## config.mk

```make
export PLATFORM = sky130hd
export DESIGN_NAME = axi_read_arbiter
export DESIGN_NICKNAME = d
export VERILOG_FILES = /design/src/hw/cpu_mem_pkg.sv /design/src/hw/axi_read_arbiter.sv
export SDC_FILE = /design/constraint.sdc
export NUM_CORES = 1
export LEC_CHECK = 0
export BUFFER_PORTS_ARGS = -buffer_cell sky130_fd_sc_hd__buf_2
export CAP_MARGIN = 20
export CORE_AREA = 2 2 240 242
export DETAILED_ROUTE_END_ITERATION = 10
export DIE_AREA = 0 0 242 244
export MAX_ROUTING_LAYER = met4
export REMOVE_ABC_BUFFERS = 1
export SLEW_MARGIN = 30
export SYNTH_ARGS = -nofsm -noshare
export SYNTH_HDL_FRONTEND = slang
export SYNTH_SLANG_ARGS = --single-unit
```

## constraint.sdc

```tcl
create_clock -name Clk -period 1.5 [get_ports Clk]
set_input_delay 0.225 -clock Clk [delete_from_list [all_inputs] [get_ports Clk]]
set_output_delay 0.225 -clock Clk [all_outputs]
set_load 0.02 [all_outputs]
```

## src/hw/cpu_mem_pkg.sv

```systemverilog
package cpu_mem_pkg;

    localparam int ADDR_W = 32;
    localparam int DATA_W = 32;
    localparam int ID_W = 4;

    // Instruction cache geometry
    localparam int LINE_WORDS = 8;
    localparam int OFFSET_W = 5;
    localparam int INDEX_W = 7;
    localparam int TAG_W = 20;

    // Uncached fetches before the cache opens
    localparam int CACHE_WARMUP = 3;
    // kseg1
    localparam logic [2:0] UNCACHED_SEG = 3'b101;

    localparam logic [ID_W-1:0] ID_BRIDGE = 4'd0;
    localparam logic [ID_W-1:0] ID_ICACHE = 4'd1;

    typedef enum logic [1:0] {
        SIZE_BYTE = 2'b00,
        SIZE_HALF = 2'b01,
        SIZE_WORD = 2'b10
    } access_size_e;

    typedef struct packed {
        logic              req;
        logic              wr;
        access_size_e      size;
        logic [ADDR_W-1:0] addr;
        logic [DATA_W-1:0] wdata;
    } sram_req_t;

    typedef struct packed {
        logic              addr_ok;
        logic              data_ok;
        logic [DATA_W-1:0] rdata;
    } sram_resp_t;

    typedef struct packed {
        logic [ID_W-1:0]     arid;
        logic [ADDR_W-1:0]   araddr;
        logic [3:0]          arlen;
        logic [2:0]          arsize;
        logic [1:0]          arburst;
        logic [1:0]          arlock;
        logic [3:0]          arcache;
        logic [2:0]          arprot;
        logic                arvalid;
        logic                rready;
        logic [ID_W-1:0]     awid;
        logic [ADDR_W-1:0]   awaddr;
        logic [3:0]          awlen;
        logic [2:0]          awsize;
        logic [1:0]          awburst;
        logic [1:0]          awlock;
        logic [3:0]          awcache;
        logic [2:0]          awprot;
        logic                awvalid;
        logic [ID_W-1:0]     wid;
        logic [DATA_W-1:0]   wdata;
        logic [DATA_W/8-1:0] wstrb;
        logic                wlast;
        logic                wvalid;
        logic                bready;
    } axi_req_t;

    typedef struct packed {
        logic              arready;
        logic [ID_W-1:0]   rid;
        logic [DATA_W-1:0] rdata;
        logic [1:0]        rresp;
        logic              rlast;
        logic              rvalid;
        logic              awready;
        logic              wready;
        logic [ID_W-1:0]   bid;
        logic [1:0]        bresp;
        logic              bvalid;
    } axi_resp_t;

    typedef enum logic [2:0] {
        BR_IDLE,
        BR_AR,
        BR_R,
        BR_AW_W,
        BR_B
    } bridge_state_e;

    typedef enum logic [2:0] {
        IC_SWEEP,
        IC_LOOKUP,
        IC_AR,
        IC_REFILL,
        IC_RESPOND
    } icache_state_e;

endpackage

```

## src/hw/axi_read_arbiter.sv

```systemverilog
`timescale 1ns/10ps

module axi_read_arbiter import cpu_mem_pkg::*; (
    input  logic      Clk,
    input  logic      aresetn,

    input  axi_req_t  br_req_i,
    output axi_resp_t br_resp_o,
    input  axi_req_t  ic_req_i,
    output axi_resp_t ic_resp_o,

    output axi_req_t  axi_req_o,
    input  axi_resp_t axi_resp_i
);

    logic busy_q;
    logic grant_ic_q;
    logic sel_ic;
    logic ar_fire;
    logic r_done;

    // Bridge wins a tie, grant held until rlast
    assign sel_ic = busy_q ? grant_ic_q : (ic_req_i.arvalid && !br_req_i.arvalid);

    always_comb begin
        axi_req_o = br_req_i;
        if (sel_ic) begin
            axi_req_o.arid    = ic_req_i.arid;
            axi_req_o.araddr  = ic_req_i.araddr;
            axi_req_o.arlen   = ic_req_i.arlen;
            axi_req_o.arsize  = ic_req_i.arsize;
            axi_req_o.arburst = ic_req_i.arburst;
            axi_req_o.arlock  = ic_req_i.arlock;
            axi_req_o.arcache = ic_req_i.arcache;
            axi_req_o.arprot  = ic_req_i.arprot;
        end
        axi_req_o.arvalid = !busy_q && (sel_ic ? ic_req_i.arvalid : br_req_i.arvalid);
        axi_req_o.rready  = busy_q && (grant_ic_q ? ic_req_i.rready : br_req_i.rready);
    end

    always_comb begin
        br_resp_o         = axi_resp_i;
        ic_resp_o         = axi_resp_i;
        br_resp_o.arready = !busy_q && !sel_ic && axi_resp_i.arready;
        ic_resp_o.arready = !busy_q && sel_ic && axi_resp_i.arready;
        br_resp_o.rvalid  = busy_q && !grant_ic_q && axi_resp_i.rvalid;
        br_resp_o.rlast   = busy_q && !grant_ic_q && axi_resp_i.rlast;
        ic_resp_o.rvalid  = busy_q && grant_ic_q && axi_resp_i.rvalid;
        ic_resp_o.rlast   = busy_q && grant_ic_q && axi_resp_i.rlast;
        // The cache never writes
        ic_resp_o.awready = 1'b0;
        ic_resp_o.wready  = 1'b0;
        ic_resp_o.bvalid  = 1'b0;
    end

    assign ar_fire = axi_req_o.arvalid && axi_resp_i.arready;
    assign r_done  = axi_req_o.rready && axi_resp_i.rvalid && axi_resp_i.rlast;

    always_ff @(posedge Clk) begin
        if (!aresetn) begin
            busy_q     <= 1'b0;
            grant_ic_q <= 1'b0;
        end else if (ar_fire) begin
            busy_q     <= 1'b1;
            grant_ic_q <= sel_ic;
        end else if (r_done) begin
            busy_q <= 1'b0;
        end
    end

endmodule

```

**Yosys cells after proc, flatten, opt, wreduce, memory -nomap -nowiden**

Cells that the tools add are included.
Widths: inputs -> output; s select.

- Bits in registers: 2
- Logic and storage cells: 29

- Multiplexer cells: 6
- Reductions and logical operators: 21

Operators by type and width:

| cell | count |
|---|---|
| $mux 54 | 1 |
| $logic_and 1x1->1 | 16 |
| $mux 1 | 5 |
| $logic_not 1->1 | 4 |
| $reduce_bool 2->1 | 1 |

**Longest topological paths before layout**

Gate-level depths: netlist of the first run.

- Depth in word-level cells: 7
- Depth in mapped cells: 4
- Gate-level depth less buffers: 3

**Worst setup path after synthesis of the first run**

Ideal clock, no wire load.

- Kind: register -> output
- Start point: reg busy_q
- End point: out axi_req_o[123] (netlist bit)
- Cell stages (with the launch flop): 5
- Setup slack: -136 ps
- Data arrival time: 1411 ps
- Data required time: 1275 ps
- Path buffers: 2
- Cells stage by stage: dfxtp_1 buf_4 mux2i_4 buf_4 mux2_2

RTL lines:

| element | line | RTL |
|---|---|---|
| from (decl) | axi_read_arbiter.sv:16 | `logic busy_q;` |
| from (signal assigned) | axi_read_arbiter.sv:61 | `busy_q <= 1'b0;` |
| from (signal assigned) | axi_read_arbiter.sv:64 | `busy_q <= 1'b1;` |
| from (signal assigned) | axi_read_arbiter.sv:67 | `busy_q <= 1'b0;` |
| to (decl) | axi_read_arbiter.sv:12 | `output axi_req_t axi_req_o,` |

==> results of run 1 <==
worst max-delay path, stage by stage, from the launching register on:
cell and delay (ns):
sky130_fd_sc_hd__dfxtp_4 0.35, sky130_fd_sc_hd__mux2i_4 0.24, sky130_fd_sc_hd__buf_12 0.15, sky130_fd_sc_hd__buf_16 0.16
sky130_fd_sc_hd__clkbuf_16 0.19, sky130_fd_sc_hd__mux2_4 0.31, sky130_fd_sc_hd__buf_6 0.13
cell usage after synthesis:
| cell type | instances |
|---|---|
| sky130_fd_sc_hd__a21oi_1 | 1 |
| sky130_fd_sc_hd__conb_1 | 1 |
| sky130_fd_sc_hd__o21a_1 | 1 |
| sky130_fd_sc_hd__a211oi_1 | 1 |
| sky130_fd_sc_hd__nor2b_2 | 1 |
| sky130_fd_sc_hd__mux2_1 | 4 |
| sky130_fd_sc_hd__and3b_1 | 2 |
| sky130_fd_sc_hd__and3_1 | 2 |
| sky130_fd_sc_hd__mux2i_4 | 1 |
| sky130_fd_sc_hd__nor2_1 | 2 |
| sky130_fd_sc_hd__o21ai_0 | 1 |
| sky130_fd_sc_hd__nor2b_1 | 3 |
| sky130_fd_sc_hd__a31oi_1 | 1 |
| sky130_fd_sc_hd__mux2i_1 | 1 |
| sky130_fd_sc_hd__buf_6 | 3 |
| sky130_fd_sc_hd__mux2_2 | 50 |
| sky130_fd_sc_hd__and2_1 | 1 |
| sky130_fd_sc_hd__buf_4 | 195 |
| sky130_fd_sc_hd__dfxtp_1 | 2 |
| sky130_fd_sc_hd__inv_1 | 1 |
stage by stage:
stage / setup WS [ns] / setup TNS (ns)
floorplan: -0.790 / -42.63
global placement: -0.305 / -13.03
detailed placement: -0.316 / -14.08
CTS: -0.513 / -25.26
global route: -0.533 / -25.78
finish: -0.506 / -24.04
power by group:
group / internal [uW] / total (uW) / leakage (uW) / switching [uW]
Combinational: 684 / 1190 / 0.00154 / 506
Sequential: 57.5 / 61.9 / 0.0000171 / 4.46
Clock: 339 / 399 / 0.0000370 / 59.9
cell families after synthesis:
| kind of cell | Yosys count | synth area share |
|---|---|---|
| flops | 2 | 0.0175 |
| other cells | 1 | 0.00164 |
| buf+inv | 199 | 0.656 |
| simple gates | 11 | 0.0312 |
| mux | 56 | 0.280 |
| compound gates | 5 | 0.0137 |
area by class of cell:
cell class / count / area [um^2]
Timing Repair Buffer: 200 / 1540
Antenna cell: 4 / 10.0
Multi-Input combinational cell: 75 / 948
Clock buffer: 3 / 75.1
Fill cell: 6664 / 52600
Tap cell: 756 / 946
Sequential cell: 2 / 43.8
Inverter: 1 / 3.75
final timing paths:
| check | to | slack, ns | cells past startpoint |
|---|---|---|---|
| setup / recovery | axi_req_o[104] | -0.51 | 6 |
| hold / removal | busy_q | 0.25 | 2 |
| setup reg to reg | busy_q | 0.41 | 4 |
| hold reg to reg | grant_ic_q | 0.71 | 3 |
registers in the layout, summed over array words and instances, names as in the netlist:
name / flops
busy_q: 1
grant_ic_q: 1
per-layer routing:
layer / track usage / up-vias
met5: - / -
met1: 0.116 / 982
li1: - / 707
met3: 0.169 / 42
met4: 0.0363 / 0
met2: 0.196 / 484
what timing repair did:
action                                  CTS  global route
buffers inserted                          2             1
gates cloned                              1             2
resized for setup                        72           104
endpoints found under the setup margin   55            54
hold buffers                              0             0
==> results.txt, run 1 <==
----------------------------------------------------
[Min path]
  Worst hold path type ... in2reg
  Hold Startpoint ... axi_resp_i[9]

[Placement]
  Dpl hpwl ... 36,600 um
  Post-DP Area ... 0.00279 mm^2
  Cells after DPL ... around 1,000
  Port Buf Inserts ... 178
  GP Congestion ... 0.821

[Critical path]
  Critical Path Source ... busy_q
  Category of the worst setup path capture point ... output pin
  Crit-path max FO ... 8
  Critical register-to-register path startpoint ... grant_ic_q
  Startpoint Class ... flop
  Required time worst endpoint ... 1.27 ns
  Critical Path AT ... 1.78 ns
  Category of the most critical setup path ... reg2out

[Pwr]
  Power Total ... 1650 uW
  Lkg Pwr ... roughly 0.0016 uW
  Max VDD drop ... 674 uV
  Power density relative to cell area ... 463 mW/mm^2

[STA]
  Largest clock skew in the final design ... 0.000525 ns
  Crit share post-route ... 1.34
  Count of pins over their slew limit ... 0
  Hold_ws ... around 0.25 ns
  Maximum operating frequency ... 498 MHz
  Hold Vio Cnt, Final ... 0
  Unrepaired setup endpoints after global routing ... true
  Smallest setup slack after layout ... -0.506 ns
  Setup-failing EPs final ... 54
  Min Tclk post-route ... 2.01 ns

[Final layout]
  NumNets Final ... around 640
  Most common cell after layout, fill and taps aside ... sky130_fd_sc_hd__buf_2
  Commonest non-fill, non-tap cells in the layout ... sky130_fd_sc_hd__buf_2, sky130_fd_sc_hd__buf_6, sky130_fd_sc_hd__mux2_4
  Layout cell share with drive strength beyond 1 ... 0.929
  Area growth, synth to finish ... 55.9%
  Final core occ ... 0.0635
  Final standard cell area without fillers ... around 0.0036 mm^2
  Post-route non-filler standard cell count ... 1,041

[CTS]
  CTS tree ... yes
  H-tree depth ... 1
  CTS Buf Count ... 3
  Clock latency reported for the late side of the worst-skew pair ... 0.22 ns
  Root cell of the clock tree ... sky130_fd_sc_hd__clkbuf_16
  TritonCTS Sinks ... 2
  Clock input transition at the sequential cells of the worst setup and hold paths ... around 0.030 ns
  Max Buffers Root-to-Sink ... 2

[Floorplan]
  Num ports ... slightly above 600
  Area of the core ... 0.0562 mm^2
  Starting utilization of the core area ... 0.0407
  # rows ... 87
  Width of the die ... 242 um
  Die area ... 0.0590 mm^2
  Vert. Die Dim ... about 240 um

[Global route]
  Global-route wire length before repair ... between 40,000 and 50,000 um
  Overall global routing resource usage ... 0.140
  Overall overflow remaining after global route ... 0
  Vias in the first global route ... between 1,500 and 2,000
  Initial antenna violation count ... 7
  Maximum number of pins on one net before global-route repair ... 18

[Yosys]
  Share of Yosys cell area claimed by the top area cell type ... 0.640
  Count of synthesis-stage warnings from yosys ... 0
  Netlist area before placement ... 0.00229 mm^2
  Cells after Synth ... 274
  Sequential-to-total area share from yosys stat ... 0.0175
  Mean instance size in the synthesized netlist ... between 8 and 9 um^2
  Synth unique cells ... 20
  Synth area leader ... sky130_fd_sc_hd__buf_4
  Main area contributors after synthesis ... sky130_fd_sc_hd__buf_4, sky130_fd_sc_hd__mux2_2, sky130_fd_sc_hd__mux2_1, sky130_fd_sc_hd__dfxtp_1, sky130_fd_sc_hd__buf_6
  Post-synthesis sequential element count ... 2

[Routing]
  Met2 WL ... 17,100 um
  Residual antenna-violating net count after detailed routing ... 0
  TritonRoute pass-1 iters ... 5
  Wire length the detailed router placed on met1 ... 13,500 um
  Vias after detailed routing ... 2,215
  WL final ... about 42,000 um
  Number of remaining DRC errors ... 0
  Initial detailed-routing violation count ... 130
  Wirelength per Cell ... 40.8 um
  Per-cell via count in the routed design ... 2.13
  Met3 WL ... ~10,000 um
  DR top layer ... met4

[Run]
  Total of max-cap violations ... 0

[Outcome]
  Violations in the final reports ... setup timing
  Outcome ... finished with violations

----------------------------------------------------
Note: power is estimated with default switching activity, not from simulation.
==> inputs of run 2 (changes only) <==
--- a/config.mk
+++ b/config.mk
@@ -6,11 +6,12 @@
 export NUM_CORES = 1
 export LEC_CHECK = 0
 export BUFFER_PORTS_ARGS = -buffer_cell sky130_fd_sc_hd__buf_2
-export CAP_MARGIN = 20
+export CAP_MARGIN = 15
 export CORE_AREA = 2 2 240 242
 export DETAILED_ROUTE_END_ITERATION = 10
 export DIE_AREA = 0 0 242 244
 export MAX_ROUTING_LAYER = met4
+export PLACE_DENSITY = 0.38
 export REMOVE_ABC_BUFFERS = 1
 export SLEW_MARGIN = 30
 export SYNTH_ARGS = -nofsm -noshare
==> constraint.sdc (replaced) <==
create_clock -name Clk -period 1.7 [get_ports Clk]
set_input_delay 0.255 -clock Clk [delete_from_list [all_inputs] [get_ports Clk]]
set_output_delay 0.255 -clock Clk [all_outputs]
set_load 0.02 [all_outputs]
==> run 2 against run 1 <==
  * The flow still finishes with violations (setup timing)
  * Power decreased by 22%
  * Cell count decreased by 0.58%
  * Worst hold slack improved by 0.0079 ns
  * Register-to-register slack improved by 0.23 ns
  * Clock-buffer cell count unchanged
  * Setup slack improved by 0.25 ns
  * Wire length increased by 1.9%
  * Utilization decreased by 0.69 points
  * Flip-flop and latch count unchanged
  * Largest power group unchanged
  * Highest routed layer unchanged
==> results.txt, run 2 (synthesis gave the netlist of run 1 again) <==
----------------------------------------------------
[Floorplan]
  Die area ... 0.0590 mm^2 (unchanged)
  Num ports ... 614 (unchanged)
  # rows ... 87 (unchanged)
  Width of the die ... 242 um (unchanged)
  Starting utilization of the core area ... 0.0407 (unchanged)
  Area of the core ... 0.0562 mm^2 (unchanged)
  Vert. Die Dim ... 244 um (unchanged)

[Routing]
  Vias after detailed routing ... 2,154 (-2.8%)
  Wirelength per Cell ... 41.8 um (+2.5%)
  Per-cell via count in the routed design ... 2.08 (-2.2%)
  TritonRoute pass-1 iters ... 4 (-1)
  Initial detailed-routing violation count ... 198 (+52%)
  Residual antenna-violating net count after detailed routing ... 0 (unchanged)
  Number of remaining DRC errors ... 0 (unchanged)
  WL final ... 43,300 um (+1.9%)

[STA]
  Setup-failing EPs final ... 54 (unchanged)
  Hold Vio Cnt, Final ... 0 (unchanged)
  Smallest setup slack after layout ... -0.258 ns (+0.248 ns)
  Crit share post-route ... 1.15
  Count of pins over their slew limit ... 0 (unchanged)
  Min Tclk post-route ... 1.96 ns
  Maximum operating frequency ... 511 MHz
  Unrepaired setup endpoints after global routing ... true
  Largest clock skew in the final design ... 0.00412 ns (+0.00360 ns)

[Critical path]
  Required time worst endpoint ... 1.44 ns (+0.17 ns)
  Crit-path max FO ... 11 (+3)
  Capturing point of the worst reg2reg path ... grant_ic_q
  Category of the most critical setup path ... reg2out
  Worst Reg-to-Reg Cells ... 4 (unchanged)
  Category of the worst setup path capture point ... output pin
  Startpoint Class ... flop
  Critical Path AT ... 1.70 ns (-0.08 ns)
  Critical Path Source ... busy_q
  Critical register-to-register path startpoint ... busy_q
  Reg2Reg Setup Slack ... 0.64 ns (+0.23 ns)
  Worst setup endpoint ... axi_req_o[118]

[Final layout]
  Fill cell total of the finished layout ... 6,695 (+0.47%)
  Post-route non-filler standard cell count ... 1,035 (-0.58%)
  Top flop regs ... busy_q x1, grant_ic_q x1
  Layout cell share with drive strength beyond 1 ... 0.915 (-0.0140)
  Storage element area ... 43.8 um^2 (unchanged)
  Commonest non-fill, non-tap cells in the layout ... sky130_fd_sc_hd__buf_2, sky130_fd_sc_hd__mux2_2, sky130_fd_sc_hd__mux2_4, sky130_fd_sc_hd__buf_6, sky130_fd_sc_hd__buf_4
  NumNets Final ... 632 (-1.7%)
  Most common cell after layout, fill and taps aside ... sky130_fd_sc_hd__buf_2
  Area growth, synth to finish ... 39.0%
  Final core occ ... 0.0566 (-0.00688)
  Combined area of the multi-input logic cells ... 851 um^2 (-10%)

[Global route]
  Overall overflow remaining after global route ... 0 (unchanged)
  Initial antenna violation count ... 10 (+3)
  Vias in the first global route ... 1,842 (-6.2%)
  Maximum number of pins on one net before global-route repair ... 24 (+6)
  Global-route wire length before repair ... 47,100 um (+2.0%)
  Overall global routing resource usage ... 0.142 (+0.00207)

[Pwr]
  Power density relative to cell area ... 405 mW/mm^2 (-13%)
  Max VDD drop ... 376 uV (-44%)
  Lkg Pwr ... 0.00134 uW (-16%)

[CTS]
  Clock input transition at the sequential cells of the worst setup and hold paths ... 0.03 ns (about the same)
  TritonCTS Sinks ... 2 (unchanged)
  CTS Buf Count ... 3 (unchanged)
  CTS tree ... yes
  Max Buffers Root-to-Sink ... 2 (unchanged)
  Clock latency reported for the late side of the worst-skew pair ... 0.22 ns (about the same)
  H-tree depth ... 1 (unchanged)
  Root cell of the clock tree ... sky130_fd_sc_hd__clkbuf_16

[Min path]
  Hold Path Cell Cnt ... 2 (unchanged)
  Worst hold path type ... in2reg

[Outcome]
  Outcome ... finished with violations
  Violations in the final reports ... setup timing

[Placement]
  Dpl hpwl ... 38,200 um (+4.6%)
  Port Buf Inserts ... 178 (unchanged)
  GP Congestion ... 0.766 (-6.6%)
  Cells after DPL ... 1,019 (-0.97%)

[Run]
  Total of max-cap violations ... 0 (unchanged)

----------------------------------------------------
[run 2: changes by cell type in the layout (fill, tap and decap cells not counted), sizes merged]
| cell | before | now |
|---|---|---|
| buf | 198 | 187 |
| diode | 4 | 9 |
[run 2: worst min path at each step]
stage | start | to | slack (ns)
finish | axi_resp_i[10] | busy_q | 0.26
global route | axi_resp_i[9] | busy_q | 0.26
CTS | axi_resp_i[9] | busy_q | 0.25
detailed placement | axi_resp_i[9] | busy_q | 0.50
global placement | axi_resp_i[9] | busy_q | 0.49
floorplan | br_req_i[99] | grant_ic_q | 0.35
[run 2: cell type report]
| type | instances | share of cell area |
|---|---|---|
| Clock buffer | 3 | 0.0236 |
| Antenna cell | 9 | 0.00708 |
| Tap cell | 756 | 0.297 |
| Inverter | 1 | 0.00118 |
| Timing Repair Buffer | 189 | 0.390 |
| Sequential cell | 2 | 0.0138 |
| Multi-Input combinational cell | 75 | 0.267 |
[run 2: timing repair]
action / in CTS / in global routing
gates resized for setup: 12 / 72
hold buffers: 0 / 0
gates cloned: 1 / 2
endpoints found under the setup margin: 54 / 55
buffers inserted: 1 / 0
[run 2: per-layer routing]
metal	vias up	share of wire	track usage
met1	902	0.25	0.0947
met3	10	0.32	0.218
met4	0	0.00083	0.00254
met2	548	0.43	0.208
met5	-	0	-
li1	694	-	-
[run 2: where the power goes]
group | total (uW) | leakage [uW] | switching, uW | internal [uW]
Combinational | 880 | 0.00128 | 420 | 460
Sequential | 54.6 | 0.0000171 | 3.86 | 50.7
Clock | 353 | 0.0000370 | 54.1 | 299
[run 2: metrics by stage]
step	power, uW	hold WS, ns	worst slack [ns]	setup TNS [ns]	area (um^2)
finish	1290	0.257	-0.258	-12.12	3180
CTS	1170	0.255	-0.291	-13.62	2870
detailed placement	757	0.497	-0.221	-8.16	2710
global placement	752	0.490	-0.195	-7.35	2710
floorplan	426	0.346	-0.620	-33.45	798
global route	1370	0.264	-0.306	-14.82	3180
[run 2: critical path, stage by stage, from the launching register on]
cell,delay (ns)
sky130_fd_sc_hd__dfxtp_4,0.35
sky130_fd_sc_hd__mux2i_4,0.24
sky130_fd_sc_hd__buf_12,0.18
sky130_fd_sc_hd__clkbuf_16,0.20
sky130_fd_sc_hd__mux2_2,0.34
sky130_fd_sc_hd__buf_2,0.16
==> inputs of run 3 (changes only) <==
==> constraint.sdc (replaced) <==
create_clock -name Clk -period 1.75 [get_ports Clk]
set_input_delay 0.2625 -clock Clk [delete_from_list [all_inputs] [get_ports Clk]]
set_output_delay 0.2625 -clock Clk [all_outputs]
set_load 0.02 [all_outputs]
==> run 3 against run 2 <==
  * The run still ends with setup timing left
  * Sequential power down 3%
  * Utilization hardly changed
  * Die area is the same
  * Clock-buffer cell count is the same
  * Critical path depth is the same
  * Wire length about the same
  * Via count is 1.2% higher
  * Non-clock buffer count is the same
  * First-iteration DRC count grew 2.5%
==> results.txt, run 3 (synthesis gave the netlist of run 1 again) <==
----------------------------------------------------
[CTS]
  Number of hold buffers added after cts ... 0 (unchanged)
  CTS tree ... yes
  CTS Buf Count ... 3 (unchanged)
  Clock input transition at the sequential cells of the worst setup and hold paths ... 0.03 ns (about the same)
  Clock latency reported for the late side of the worst-skew pair ... 0.22 ns (about the same)
  Root cell of the clock tree ... sky130_fd_sc_hd__clkbuf_16
  H-tree depth ... 1 (unchanged)
  TritonCTS Sinks ... 2 (unchanged)
  Max Buffers Root-to-Sink ... 2 (unchanged)

[Floorplan]
  Starting utilization of the core area ... 0.0407 (unchanged)
  Vert. Die Dim ... 244 um (unchanged)
  Area of the core ... 0.0562 mm^2 (unchanged)
  Width of the die ... 242 um (unchanged)
  Die area ... 0.0590 mm^2 (unchanged)
  # rows ... 87 (unchanged)
  Num ports ... 614 (unchanged)

[Routing]
  Vias after detailed routing ... 2,179 (+1.2%)
  Residual antenna-violating net count after detailed routing ... 0 (unchanged)
  Per-cell via count in the routed design ... 2.11 (+1.2%)
  Initial detailed-routing violation count ... 203 (+2.5%)
  TritonRoute pass-1 iters ... 4 (unchanged)
  Wirelength per Cell ... 41.8 um (about the same)
  WL final ... 43,300 um (about the same)
  Number of remaining DRC errors ... 0 (unchanged)

[Final layout]
  Fill cell total of the finished layout ... 6,696 (+0.015%)
  Top flop regs ... busy_q x1, grant_ic_q x1
  Commonest non-fill, non-tap cells in the layout ... sky130_fd_sc_hd__buf_2, sky130_fd_sc_hd__mux2_2, sky130_fd_sc_hd__mux2_4, sky130_fd_sc_hd__buf_6, sky130_fd_sc_hd__buf_4
  NumNets Final ... 632 (unchanged)
  Area growth, synth to finish ... 38.9% (about the same)
  Final standard cell area without fillers ... 0.00318 mm^2 (about the same)
  Final core occ ... 0.0566 (about the same)
  Most common cell after layout, fill and taps aside ... sky130_fd_sc_hd__buf_2
  Post-route non-filler standard cell count ... 1,035 (unchanged)
  Layout cell share with drive strength beyond 1 ... 0.911 (-0.00370)

[Global route]
  Overall global routing resource usage ... 0.142 (unchanged)
  Vias in the first global route ... 1,842 (unchanged)
  Met1 Use GR ... 0.0947 (unchanged)
  Overall overflow remaining after global route ... 0 (unchanged)
  Global-route track usage on met3 ... 0.218 (unchanged)
  Most crowded layer after global routing ... met3
  Maximum number of pins on one net before global-route repair ... 24 (unchanged)
  GR met2 Demand/Resource ... 0.208 (unchanged)
  Initial antenna violation count ... 10 (unchanged)
  Global-route wire length before repair ... 47,100 um (unchanged)

[STA]
  Min Tclk post-route ... 1.97 ns
  Smallest setup slack after layout ... -0.217 ns (+0.0419 ns)
  Unrepaired setup endpoints after global routing ... true
  Setup-failing EPs final ... 54 (unchanged)
  Crit share post-route ... 1.12
  Maximum operating frequency ... 508 MHz
  Count of pins over their slew limit ... 0 (unchanged)
  Hold_ws ... 0.264 ns (+0.00760 ns)
  Largest clock skew in the final design ... 0.00412 ns (+0.0000000100 ns)
  Hold Vio Cnt, Final ... 0 (unchanged)

[Pwr]
  Lkg Pwr ... 0.00134 uW (about the same)
  Max VDD drop ... 365 uV (-2.9%)
  Power density relative to cell area ... 393 mW/mm^2 (-2.8%)

[Outcome]
  Violations in the final reports ... setup timing
  Outcome ... finished with violations

[Placement]
  Port Buf Inserts ... 178 (unchanged)
  GP Congestion ... 0.766 (unchanged)
  Cells after DPL ... 1,019 (unchanged)
  Dpl hpwl ... 38,200 um (unchanged)
  Post-DP Area ... 0.00271 mm^2 (unchanged)

[Critical path]
  Crit-path max FO ... 11 (unchanged)
  Worst setup endpoint ... axi_req_o[118]
  Category of the worst setup path capture point ... output pin
  Category of the most critical setup path ... reg2out
  Critical Path Source ... busy_q
  Startpoint Class ... flop
  Critical register-to-register path startpoint ... busy_q
  Required time worst endpoint ... 1.49 ns (+0.05 ns)
  Critical Path AT ... 1.70 ns (about the same)
  Worst Reg-to-Reg Cells ... 4 (unchanged)
  Capturing point of the worst reg2reg path ... grant_ic_q
  Reg2Reg Setup Slack ... 0.62 ns (-0.02 ns)

[Min path]
  Worst hold path type ... in2reg

[Run]
  Total of max-cap violations ... 0 (unchanged)

----------------------------------------------------
run 3: cell counts in the layout (fill, tap and decap cells not counted):
Identical to the previous run, type by type.
run 3: metrics by stage:
stage / TNS (ns) / total power [uW] / setup WS (ns)
after floorplan: -31.15 / 414 / -0.577
after global placement: -5.46 / 730 / -0.160
after detailed placement: -6.27 / 735 / -0.186
after CTS: -11.33 / 1140 / -0.249
after global routing: -12.53 / 1330 / -0.264
final: -9.83 / 1250 / -0.217
run 3: metal layers:
metal,part of all wire,vias up,wire (um)
li1,-,693,-
met1,0.25,930,10800
met2,0.43,548,18700
met3,0.32,8,13700
met4,0.00079,0,34
met5,0,-,0
run 3: worst min path at each step:
stage	from	end	cells after the start
after floorplan	br_req_i[99]	grant_ic_q	1
after global placement	axi_resp_i[9]	busy_q	2
after detailed placement	axi_resp_i[9]	busy_q	2
after CTS	axi_resp_i[9]	busy_q	2
after global routing	axi_resp_i[9]	busy_q	2
final	axi_resp_i[10]	busy_q	2
run 3: final cells by class:
type	instances	area, um^2	share of cell area
diodes	9	22.5	0.00708
well taps	756	946	0.298
inverters	1	3.75	0.00118
repair buffers	189	1240	0.390
clock buffers	3	75.1	0.0236
multi-input cells	75	848	0.267
flip-flops and latches	2	43.8	0.0138
run 3: worst max-delay path, cell delays in order (launching register included):
cell and delay (ns):
sky130_fd_sc_hd__dfxtp_4 0.35, sky130_fd_sc_hd__mux2i_4 0.24, sky130_fd_sc_hd__buf_12 0.18, sky130_fd_sc_hd__clkbuf_16 0.20, sky130_fd_sc_hd__mux2_2 0.34, sky130_fd_sc_hd__buf_2 0.16
run 3: repair_timing:
action,4_1_cts,5_1_grt
cloned,1,2
pin swaps,0,0
endpoints found under the setup margin,54,54
resized for setup,12,71
buffers inserted,1,0
run 3: power breakdown:
group / total [uW] / internal [uW] / leakage [uW] / switching [uW]
sequential: 53.0 / 49.3 / 0.0000171 / 3.75
clock: 343 / 291 / 0.0000370 / 52.6
combinational: 854 / 446 / 0.00128 / 408
total: 1250 / 786 / 0.00134 / 464
